==> config.mk <==
export PLATFORM = sky130hd
export DESIGN_NAME = ap_top
export DESIGN_NICKNAME = d
export VERILOG_FILES = /design/src/rtl/ap_cam_pkg.sv /design/src/rtl/ap_op_pkg.sv /design/src/rtl/cam_column.sv /design/src/rtl/pass_sequencer.sv /design/src/rtl/host_port.sv /design/src/rtl/ap_top.sv
export VERILOG_INCLUDE_DIRS = /design/src /design/src/rtl
export SDC_FILE = /design/constraint.sdc
export NUM_CORES = 1
export LEC_CHECK = 0
export BUFFER_PORTS_ARGS = -buffer_cell sky130_fd_sc_hd__buf_2
export CORE_MARGIN = 5
export CORE_UTILIZATION = 60
export CTS_BUF_LIST = sky130_fd_sc_hd__clkbuf_16
export DETAILED_ROUTE_END_ITERATION = 10
export PLACE_DENSITY = 0.87
export SYNTH_ARGS = -nofsm -noshare
export SYNTH_HDL_FRONTEND = slang
export SYNTH_HIERARCHICAL = 1
export SYNTH_SLANG_ARGS = --single-unit
==> constraint.sdc <==
create_clock -name clock -period 6.1 [get_ports clock]
set_input_delay 1.22 -clock clock [delete_from_list [all_inputs] [get_ports clock]]
set_output_delay 1.22 -clock clock [all_outputs]
set_load 0.01 [all_outputs]
==> src/rtl/ap_config.svh <==
`ifndef AP_CONFIG_SVH
`define AP_CONFIG_SVH

// Operand word width, A and B columns and host data
`define AP_WORD_BITS 8

// Result column, word plus carry in the top bit
`define AP_COL_BITS 9

// Rows per column and row address width
`define AP_ROWS 16
`define AP_ROW_BITS 4

`endif

==> src/rtl/ap_cam_pkg.sv <==
`include "ap_config.svh"

package ap_cam_pkg;

  // Column select for host access
  typedef enum logic [1:0] {
    COL_A = 2'd0,
    COL_B = 2'd1,
    COL_C = 2'd2
  } column_e;

  // One host request, read when write is low
  typedef struct packed {
    logic                     write;
    column_e                  col;
    logic [`AP_ROW_BITS-1:0]  row;
    logic [`AP_WORD_BITS-1:0] data;
  } host_req_t;

  // Single word write into one column
  typedef struct packed {
    logic                     en;
    logic [`AP_ROW_BITS-1:0]  row;
    logic [`AP_WORD_BITS-1:0] data;
  } host_wr_t;

  // Masked search, narrow columns use the low bits
  typedef struct packed {
    logic [`AP_COL_BITS-1:0] key;
    logic [`AP_COL_BITS-1:0] mask;
  } search_t;

  // Parallel masked write into tagged rows
  typedef struct packed {
    logic                    en;
    logic [`AP_COL_BITS-1:0] data;
    logic [`AP_COL_BITS-1:0] mask;
  } par_wr_t;

endpackage

==> src/rtl/ap_op_pkg.sv <==
package ap_op_pkg;

  typedef enum logic [2:0] {
    OP_OR  = 3'd0,
    OP_XOR = 3'd1,
    OP_AND = 3'd2,
    OP_NOT = 3'd3,
    OP_ADD = 3'd4
  } op_e;

  // Logical pass, C starts cleared so only the result bit is written
  typedef struct packed {
    logic       key_a;
    logic       key_b;
    logic       val_c;
    logic [1:0] unused;
  } pass_logic_t;

  // Add pass, carry sits in the top bit of C
  typedef struct packed {
    logic key_a;
    logic key_b;
    logic key_carry;
    logic val_sum;
    logic val_carry;
  } pass_arith_t;

  typedef union packed {
    pass_logic_t lgc;
    pass_arith_t arith;
  } pass_entry_u;

  ////////////////////////////////////////////////////////////
  // Pass table
  ////////////////////////////////////////////////////////////

  // Logical ops walk all four (a, b) pairs, ADD needs five passes
  function automatic pass_entry_u pass_table(input op_e op, input logic [2:0] idx,
                                             output logic [2:0] count);
    pass_entry_u entry;
    logic        a;
    logic        b;
    entry = '0;
    a     = idx[1];
    b     = idx[0];
    count = 3'd4;
    entry.lgc.key_a = a;
    entry.lgc.key_b = b;
    case (op)
      OP_OR:  entry.lgc.val_c = a | b;
      OP_XOR: entry.lgc.val_c = a ^ b;
      OP_AND: entry.lgc.val_c = a & b;
      OP_NOT: entry.lgc.val_c = ~a;
      OP_ADD: begin
        count = 3'd5;
        // Order matters, a rewritten row must not hit a later pass
        case (idx)
          3'd0:    entry.arith = '{1'b1, 1'b1, 1'b1, 1'b1, 1'b1};
          3'd1:    entry.arith = '{1'b0, 1'b0, 1'b1, 1'b1, 1'b0};
          3'd2:    entry.arith = '{1'b1, 1'b1, 1'b0, 1'b0, 1'b1};
          3'd3:    entry.arith = '{1'b0, 1'b1, 1'b0, 1'b1, 1'b0};
          default: entry.arith = '{1'b1, 1'b0, 1'b0, 1'b1, 1'b0};
        endcase
      end
      default: entry = '0;
    endcase
    return entry;
  endfunction

endpackage

==> src/rtl/cam_column.sv <==
`timescale 1ns/1ps
`include "ap_config.svh"

module cam_column
  import ap_cam_pkg::*;
#(
  parameter int WIDTH = 8
) (
  input  logic                    clock,
  input  logic                    rst,
  input  host_wr_t                host_wr,
  input  logic [`AP_ROW_BITS-1:0] read_row,
  output logic [WIDTH-1:0]        read_data,
  input  search_t                 search,
  output logic [`AP_ROWS-1:0]     tags,
  input  par_wr_t                 par_wr,
  input  logic [`AP_ROWS-1:0]     par_rows
);

  logic [WIDTH-1:0] mem [`AP_ROWS];

  logic [WIDTH-1:0] key;
  logic [WIDTH-1:0] mask;
  logic [WIDTH-1:0] wr_data;
  logic [WIDTH-1:0] wr_mask;

  assign key     = search.key[WIDTH-1:0];
  assign mask    = search.mask[WIDTH-1:0];
  assign wr_data = par_wr.data[WIDTH-1:0];
  assign wr_mask = par_wr.mask[WIDTH-1:0];

  ////////////////////////////////////////////////////////////
  // Search
  ////////////////////////////////////////////////////////////

  // A row matches when every unmasked bit equals the key
  always_comb begin
    for (int r = 0; r < `AP_ROWS; r++) begin
      tags[r] = ((mem[r] ^ key) & mask) == '0;
    end
  end

  assign read_data = mem[read_row];

  ////////////////////////////////////////////////////////////
  // Storage
  ////////////////////////////////////////////////////////////

  // No writes land while the design is held in reset
  always_ff @(posedge clock) begin
    if (!rst) begin
      if (par_wr.en) begin
        for (int r = 0; r < `AP_ROWS; r++) begin
          if (par_rows[r]) begin
            mem[r] <= (mem[r] & ~wr_mask) | (wr_data & wr_mask);
          end
        end
      end
      if (host_wr.en) begin
        // Zero extend into the carry column
        mem[host_wr.row] <= WIDTH'(host_wr.data);
      end
    end
  end

endmodule

==> src/rtl/pass_sequencer.sv <==
`timescale 1ns/1ps
`include "ap_config.svh"

module pass_sequencer
  import ap_cam_pkg::*;
  import ap_op_pkg::*;
(
  input  logic                clock,
  input  logic                rst,
  input  op_e                 op,
  input  logic                op_valid,
  output logic                op_ready,
  output logic                op_done,
  input  logic                req_valid,
  output logic                busy,
  output search_t             search_a,
  output search_t             search_b,
  output search_t             search_c,
  input  logic [`AP_ROWS-1:0] tags_a,
  input  logic [`AP_ROWS-1:0] tags_b,
  input  logic [`AP_ROWS-1:0] tags_c,
  output par_wr_t             par_wr,
  output logic [`AP_ROWS-1:0] par_rows
);

  typedef enum logic [2:0] {
    IDLE,
    CLEAR,
    COMPARE,
    WRITE,
    DONE
  } state_e;

  localparam logic [`AP_COL_BITS-1:0] carry_sel = `AP_COL_BITS'(1) << `AP_WORD_BITS;

  state_e      state;
  op_e         op_q;
  logic [2:0]  bit_cnt;
  logic [2:0]  pass_cnt;
  logic [2:0]  pass_count;
  pass_entry_u entry;
  logic        is_add;
  logic        last_pass;
  logic        last_bit;

  logic [`AP_COL_BITS-1:0] bit_sel;

  // Per pass key and write bits taken from the matching table view
  logic key_a;
  logic key_b;
  logic key_carry;
  logic val_bit;
  logic val_carry;

  assign op_ready = (state == IDLE) && !req_valid;
  assign op_done  = (state == DONE);
  assign busy     = (state != IDLE);

  ////////////////////////////////////////////////////////////
  // Table decode
  ////////////////////////////////////////////////////////////

  always_comb begin
    entry = pass_table(op_q, pass_cnt, pass_count);
  end

  assign is_add    = (op_q == OP_ADD);
  assign last_pass = (pass_cnt == pass_count - 3'd1);
  assign last_bit  = (bit_cnt == 3'(`AP_WORD_BITS - 1));
  assign bit_sel   = `AP_COL_BITS'(1) << bit_cnt;

  // Both views keep the operand keys in the same bits
  assign key_a     = entry.arith.key_a;
  assign key_b     = entry.arith.key_b;
  assign key_carry = is_add & entry.arith.key_carry;
  assign val_bit   = is_add ? entry.arith.val_sum : entry.lgc.val_c;
  assign val_carry = is_add & entry.arith.val_carry;

  ////////////////////////////////////////////////////////////
  // Control FSM
  ////////////////////////////////////////////////////////////

  always_ff @(posedge clock) begin
    if (rst) begin
      state    <= IDLE;
      op_q     <= OP_OR;
      bit_cnt  <= '0;
      pass_cnt <= '0;
    end else begin
      case (state)
        IDLE: begin
          if (op_valid && op_ready) begin
            op_q     <= op;
            bit_cnt  <= '0;
            pass_cnt <= '0;
            state    <= CLEAR;
          end
        end
        CLEAR:   state <= COMPARE;
        COMPARE: state <= WRITE;
        WRITE: begin
          if (last_pass) begin
            pass_cnt <= '0;
            if (last_bit) begin
              state <= DONE;
            end else begin
              bit_cnt <= bit_cnt + 3'd1;
              state   <= COMPARE;
            end
          end else begin
            pass_cnt <= pass_cnt + 3'd1;
            state    <= COMPARE;
          end
        end
        default: state <= IDLE;
      endcase
    end
  end

  // Keys and masks are held for the following WRITE cycle
  always_ff @(posedge clock) begin
    if (state == COMPARE) begin
      search_a.key  <= {`AP_COL_BITS{key_a}} & bit_sel;
      search_a.mask <= bit_sel;
      search_b.key  <= {`AP_COL_BITS{key_b}} & bit_sel;
      search_b.mask <= bit_sel;
      // Result bit must still be clear and ADD also matches the carry
      search_c.key  <= {`AP_COL_BITS{key_carry}} & carry_sel;
      search_c.mask <= is_add ? (bit_sel | carry_sel) : bit_sel;
    end
  end

  ////////////////////////////////////////////////////////////
  // Parallel write into C
  ////////////////////////////////////////////////////////////

  always_comb begin
    par_wr   = '0;
    par_rows = tags_a & tags_b & tags_c;
    if (state == CLEAR) begin
      par_wr.en   = 1'b1;
      par_wr.mask = '1;
      par_rows    = '1;
    end else if (state == WRITE) begin
      par_wr.en   = 1'b1;
      par_wr.data = ({`AP_COL_BITS{val_bit}} & bit_sel)
                  | ({`AP_COL_BITS{val_carry}} & carry_sel);
      par_wr.mask = is_add ? (bit_sel | carry_sel) : bit_sel;
    end
  end

endmodule

==> src/rtl/host_port.sv <==
`timescale 1ns/1ps
`include "ap_config.svh"

module host_port
  import ap_cam_pkg::*;
(
  input  logic                     clock,
  input  logic                     rst,
  input  host_req_t                req,
  input  logic                     req_valid,
  output logic                     req_ready,
  input  logic                     busy,
  output host_wr_t                 wr_a,
  output host_wr_t                 wr_b,
  output host_wr_t                 wr_c,
  output logic [`AP_ROW_BITS-1:0]  read_row,
  input  logic [`AP_WORD_BITS-1:0] data_a,
  input  logic [`AP_WORD_BITS-1:0] data_b,
  input  logic [`AP_COL_BITS-1:0]  data_c,
  output logic [`AP_COL_BITS-1:0]  rsp_data,
  output logic                     rsp_valid
);

  logic accept;
  logic wr_accept;

  assign req_ready = !busy;
  assign accept    = req_valid && req_ready;
  assign wr_accept = accept && req.write;
  assign read_row  = req.row;

  // One hot column write decode
  always_comb begin
    wr_a    = '{en: wr_accept && (req.col == COL_A), row: req.row, data: req.data};
    wr_b    = '{en: wr_accept && (req.col == COL_B), row: req.row, data: req.data};
    wr_c    = '{en: wr_accept && (req.col == COL_C), row: req.row, data: req.data};
  end

  ////////////////////////////////////////////////////////////
  // Read response, one cycle after acceptance
  ////////////////////////////////////////////////////////////

  always_ff @(posedge clock) begin
    if (rst) begin
      rsp_valid <= 1'b0;
    end else begin
      rsp_valid <= accept && !req.write;
    end
  end

  always_ff @(posedge clock) begin
    case (req.col)
      COL_A:   rsp_data <= {1'b0, data_a};
      COL_B:   rsp_data <= {1'b0, data_b};
      default: rsp_data <= data_c;
    endcase
  end

endmodule

==> src/rtl/ap_top.sv <==
`timescale 1ns/1ps
`include "ap_config.svh"

module ap_top
  import ap_cam_pkg::*;
  import ap_op_pkg::*;
(
  input  logic                    clock,
  input  logic                    rst,
  input  host_req_t               req,
  input  logic                    req_valid,
  output logic                    req_ready,
  output logic [`AP_COL_BITS-1:0] rsp_data,
  output logic                    rsp_valid,
  input  op_e                     op,
  input  logic                    op_valid,
  output logic                    op_ready,
  output logic                    op_done
);

  logic                     busy;
  host_wr_t                 wr_a;
  host_wr_t                 wr_b;
  host_wr_t                 wr_c;
  logic [`AP_ROW_BITS-1:0]  read_row;
  logic [`AP_WORD_BITS-1:0] data_a;
  logic [`AP_WORD_BITS-1:0] data_b;
  logic [`AP_COL_BITS-1:0]  data_c;
  search_t                  search_a;
  search_t                  search_b;
  search_t                  search_c;
  logic [`AP_ROWS-1:0]      tags_a;
  logic [`AP_ROWS-1:0]      tags_b;
  logic [`AP_ROWS-1:0]      tags_c;
  par_wr_t                  par_wr;
  logic [`AP_ROWS-1:0]      par_rows;

  ////////////////////////////////////////////////////////////
  // Columns
  ////////////////////////////////////////////////////////////

  // Operand columns are never written in parallel
  cam_column #(.WIDTH(`AP_WORD_BITS)) col_a (
    .clock     (clock),
    .rst       (rst),
    .host_wr   (wr_a),
    .read_row  (read_row),
    .read_data (data_a),
    .search    (search_a),
    .tags      (tags_a),
    .par_wr    ('0),
    .par_rows  ('0)
  );

  cam_column #(.WIDTH(`AP_WORD_BITS)) col_b (
    .clock     (clock),
    .rst       (rst),
    .host_wr   (wr_b),
    .read_row  (read_row),
    .read_data (data_b),
    .search    (search_b),
    .tags      (tags_b),
    .par_wr    ('0),
    .par_rows  ('0)
  );

  cam_column #(.WIDTH(`AP_COL_BITS)) col_c (
    .clock     (clock),
    .rst       (rst),
    .host_wr   (wr_c),
    .read_row  (read_row),
    .read_data (data_c),
    .search    (search_c),
    .tags      (tags_c),
    .par_wr    (par_wr),
    .par_rows  (par_rows)
  );

  ////////////////////////////////////////////////////////////
  // Control and host access
  ////////////////////////////////////////////////////////////

  pass_sequencer u_seq (
    .clock     (clock),
    .rst       (rst),
    .op        (op),
    .op_valid  (op_valid),
    .op_ready  (op_ready),
    .op_done   (op_done),
    .req_valid (req_valid),
    .busy      (busy),
    .search_a  (search_a),
    .search_b  (search_b),
    .search_c  (search_c),
    .tags_a    (tags_a),
    .tags_b    (tags_b),
    .tags_c    (tags_c),
    .par_wr    (par_wr),
    .par_rows  (par_rows)
  );

  host_port u_host (
    .clock     (clock),
    .rst       (rst),
    .req       (req),
    .req_valid (req_valid),
    .req_ready (req_ready),
    .busy      (busy),
    .wr_a      (wr_a),
    .wr_b      (wr_b),
    .wr_c      (wr_c),
    .read_row  (read_row),
    .data_a    (data_a),
    .data_b    (data_b),
    .data_c    (data_c),
    .rsp_data  (rsp_data),
    .rsp_valid (rsp_valid)
  );

endmodule

==> results_dict.tcl <==
set metrics [dict create \
    dp_slack_ns 1.79 \
    max_stage_delay_ns 1.16 \
    postCtsSetupRepairBufs 0 \
    grt_setup_unrepaired "no" \
    die_y_um 247 \
    die_w_um 247 \
    regArea_um2 13100 \
    placeableCoreArea_um2 55400 \
    nNetsFinal 2787 \
    comb_power_share_pct 13.4 \
    grt_max_degree 60 \
    dp_hpwl_mm 68.9 \
    clock_skew_ns 0.0191 \
    setup_violations 0 \
    cp-end-kind "flop" \
    crit_buf_inv 0 \
    violations "max-capacitance violations, max-slew violations" \
    drive_gt1_share_pct 25.3 \
    place.gp.congestion 1.03 \
    whs_path_depth 2 \
    maxCapViolations 1 \
    critical_path_class "reg2reg" \
    drt_iter0_markers 4754 \
    vias_per_cell 7.40 \
    rows 86 \
    insertion_delay_ns 0.62 \
    grt_pass1_wl_mm 161 \
    fmax_mhz 232 \
    cts_sinks 448 \
    antenna_found_initial 6 \
    p_sw_share_pct 27.1 \
    syn_inst 2973 \
    grt_pass1_vias 25700 \
    avgSynthCellArea_um2 11.3 \
    hold_viol 0 \
    area_growth_pct 3.99 \
    ant_nets 0 \
    min_path_type "reg2reg" \
    worstPathRequired_ns 6.37 \
    worst_r2r_endpoint "col_c/mem[14][6]" \
    run_status "finished with violations" \
    vdd_drop_max_uv 200 \
    fin_ws_ns 1.79 \
    drt-wirelength-per-cell_um 31.1 \
    p_sw_mw 2.09 \
    arrival_ns 4.58 \
    regToRegSetupSlack_ns 1.79 \
    ctsResizeCount 0 \
    p_int_mw 5.63 \
    grt_remaining_overflow 0 \
    drc_errors 0 \
    leakagePower_nw 15.1 \
    clkPwrFrac_pct 41.1 \
    io_pins 35 \
    cts_tree "yes" \
    r2r_cells 6 \
    cp-start-kind "flop" \
    clk_path_buf_depth 3 \
    start_util_pct 60.8 \
    die_area_um2 61000 \
    syn_area_um2 33700 \
    slew_headroom_pct -4.63 \
    pwr-share-seq_pct 45.5 \
    r2r_start "u_seq/state[1]" \
    grt_use_total_pct 35.0 \
    fillerInstances 4084 \
    cpLargestDelayFamily "simple AND/OR/NAND/NOR gates" \
    cts.root.buffer_cell "clkbuf_16" \
    hold_ws_ns 0.520 \
    worstMarginPinSlew_ns 1.57 \
    cts_made_buffers 50 \
    power.density_nw_per_um2 220 \
    tns_ns 0 \
    io_buffers 34 \
    fin_crit_ns 4.31 \
    crit_path_frequent_cell "nor3b_1" \
    drv_slew 35 \
    utilization_pct 63.3 \
    multi_input_area_um2 18800 \
    synth_warnings 6 \
    cts.clk_slew.worst_paths_ns 0.06 \
    path_cells "or3_1 -> nand3b_1 -> nor3b_1 -> nand4b_4 -> nor3b_1 -> nand2b_1" \
    cp_max_fo 20 \
    ctsHoldBuffers 0 \
    finalPower_mw 7.72 \
    htree_num_levels 2 \
    first_pass_iters 7 \
    vias 26300 \
    drt_wl_total_mm 111 \
    crit_slowest_cell "nor3b_1" \
    fin_crit_sh_pct 70.7 \
]
worst register-to-register path, stage by stage, from the launching register on:
cell and delay, ns:
dfxtp_1 0.56, or3_1 0.49, nand3b_1 0.31, nor3b_1 0.74, nand4b_4 0.27, nor3b_1 1.16, nand2b_1 0.44
routing by layer:
metal | vias up | routed length, um | track usage (%)
met3 | 647 | 18400 | 12.3
met5 | - | 28 | 0
met2 | 2605 | 46900 | 51.6
li1 | 10500 | - | -
met4 | 6 | 8490 | 20.8
met1 | 12500 | 36700 | 44.6
layout by cell type (no fill, tap or decap), types with 45 or more instances in the layout:
cell	count
xor2_1	400
a21o_1	241
conb_1	74
and4_1	48
nand2b_1	139
mux4_2	85
clkbuf_16	55
nand2_1	62
edfxtp_1	410
and2_1	51
a22oi_1	227
a21oi_1	146
nor2_1	45
mux2_2	366
area by class of cell:
| class | count | share of cell area, % |
|---|---|---|
| clock inverter | 38 | 0.974 |
| timing repair buffer | 66 | 1.20 |
| clock buffer | 55 | 3.93 |
| antenna | 6 | 0.0428 |
| tap | 748 | 2.67 |
| multi-input combinational | 2169 | 53.7 |
| sequential | 448 | 37.3 |
| inverter | 20 | 0.214 |
power by group through the flow:
stage	Combinational, mW	Sequential, mW	Clock [mW]
after floorplan	0.750	3.50	0
after global placement	0.870	3.56	0
after detailed placement	0.902	3.57	0
after CTS	0.911	3.50	3.18
after global routing	1.06	3.51	3.31
final	1.04	3.51	3.17
per-stage QoR:
step                instance area, um^2  std cells
global placement                  33300       3451
finish                            35100       3550
floorplan                         34000       3045
global route                      35000       3544
CTS                               35000       3544
detailed placement                33300       3451
how the worst max path moves through the flow:
| stage | from | slack (ns) | cells past startpoint | end |
|---|---|---|---|---|
| final | u_seq/state[1] | 1.79 | 6 | col_c/mem[14][6] |
| after global routing | u_seq/state[1] | 1.69 | 6 | col_c/mem[14][0] |
| after CTS | u_seq/state[1] | 1.88 | 6 | col_c/mem[14][0] |
| after detailed placement | req_valid | 1.79 | 6 | col_c/mem[14][0] |
| after global placement | req_valid | 1.91 | 6 | col_c/mem[11][1] |
| after floorplan | req[13] | 2.91 | 6 | col_c/mem[5][0] |
No activity file was read; power rests on OpenSTA's default activity.
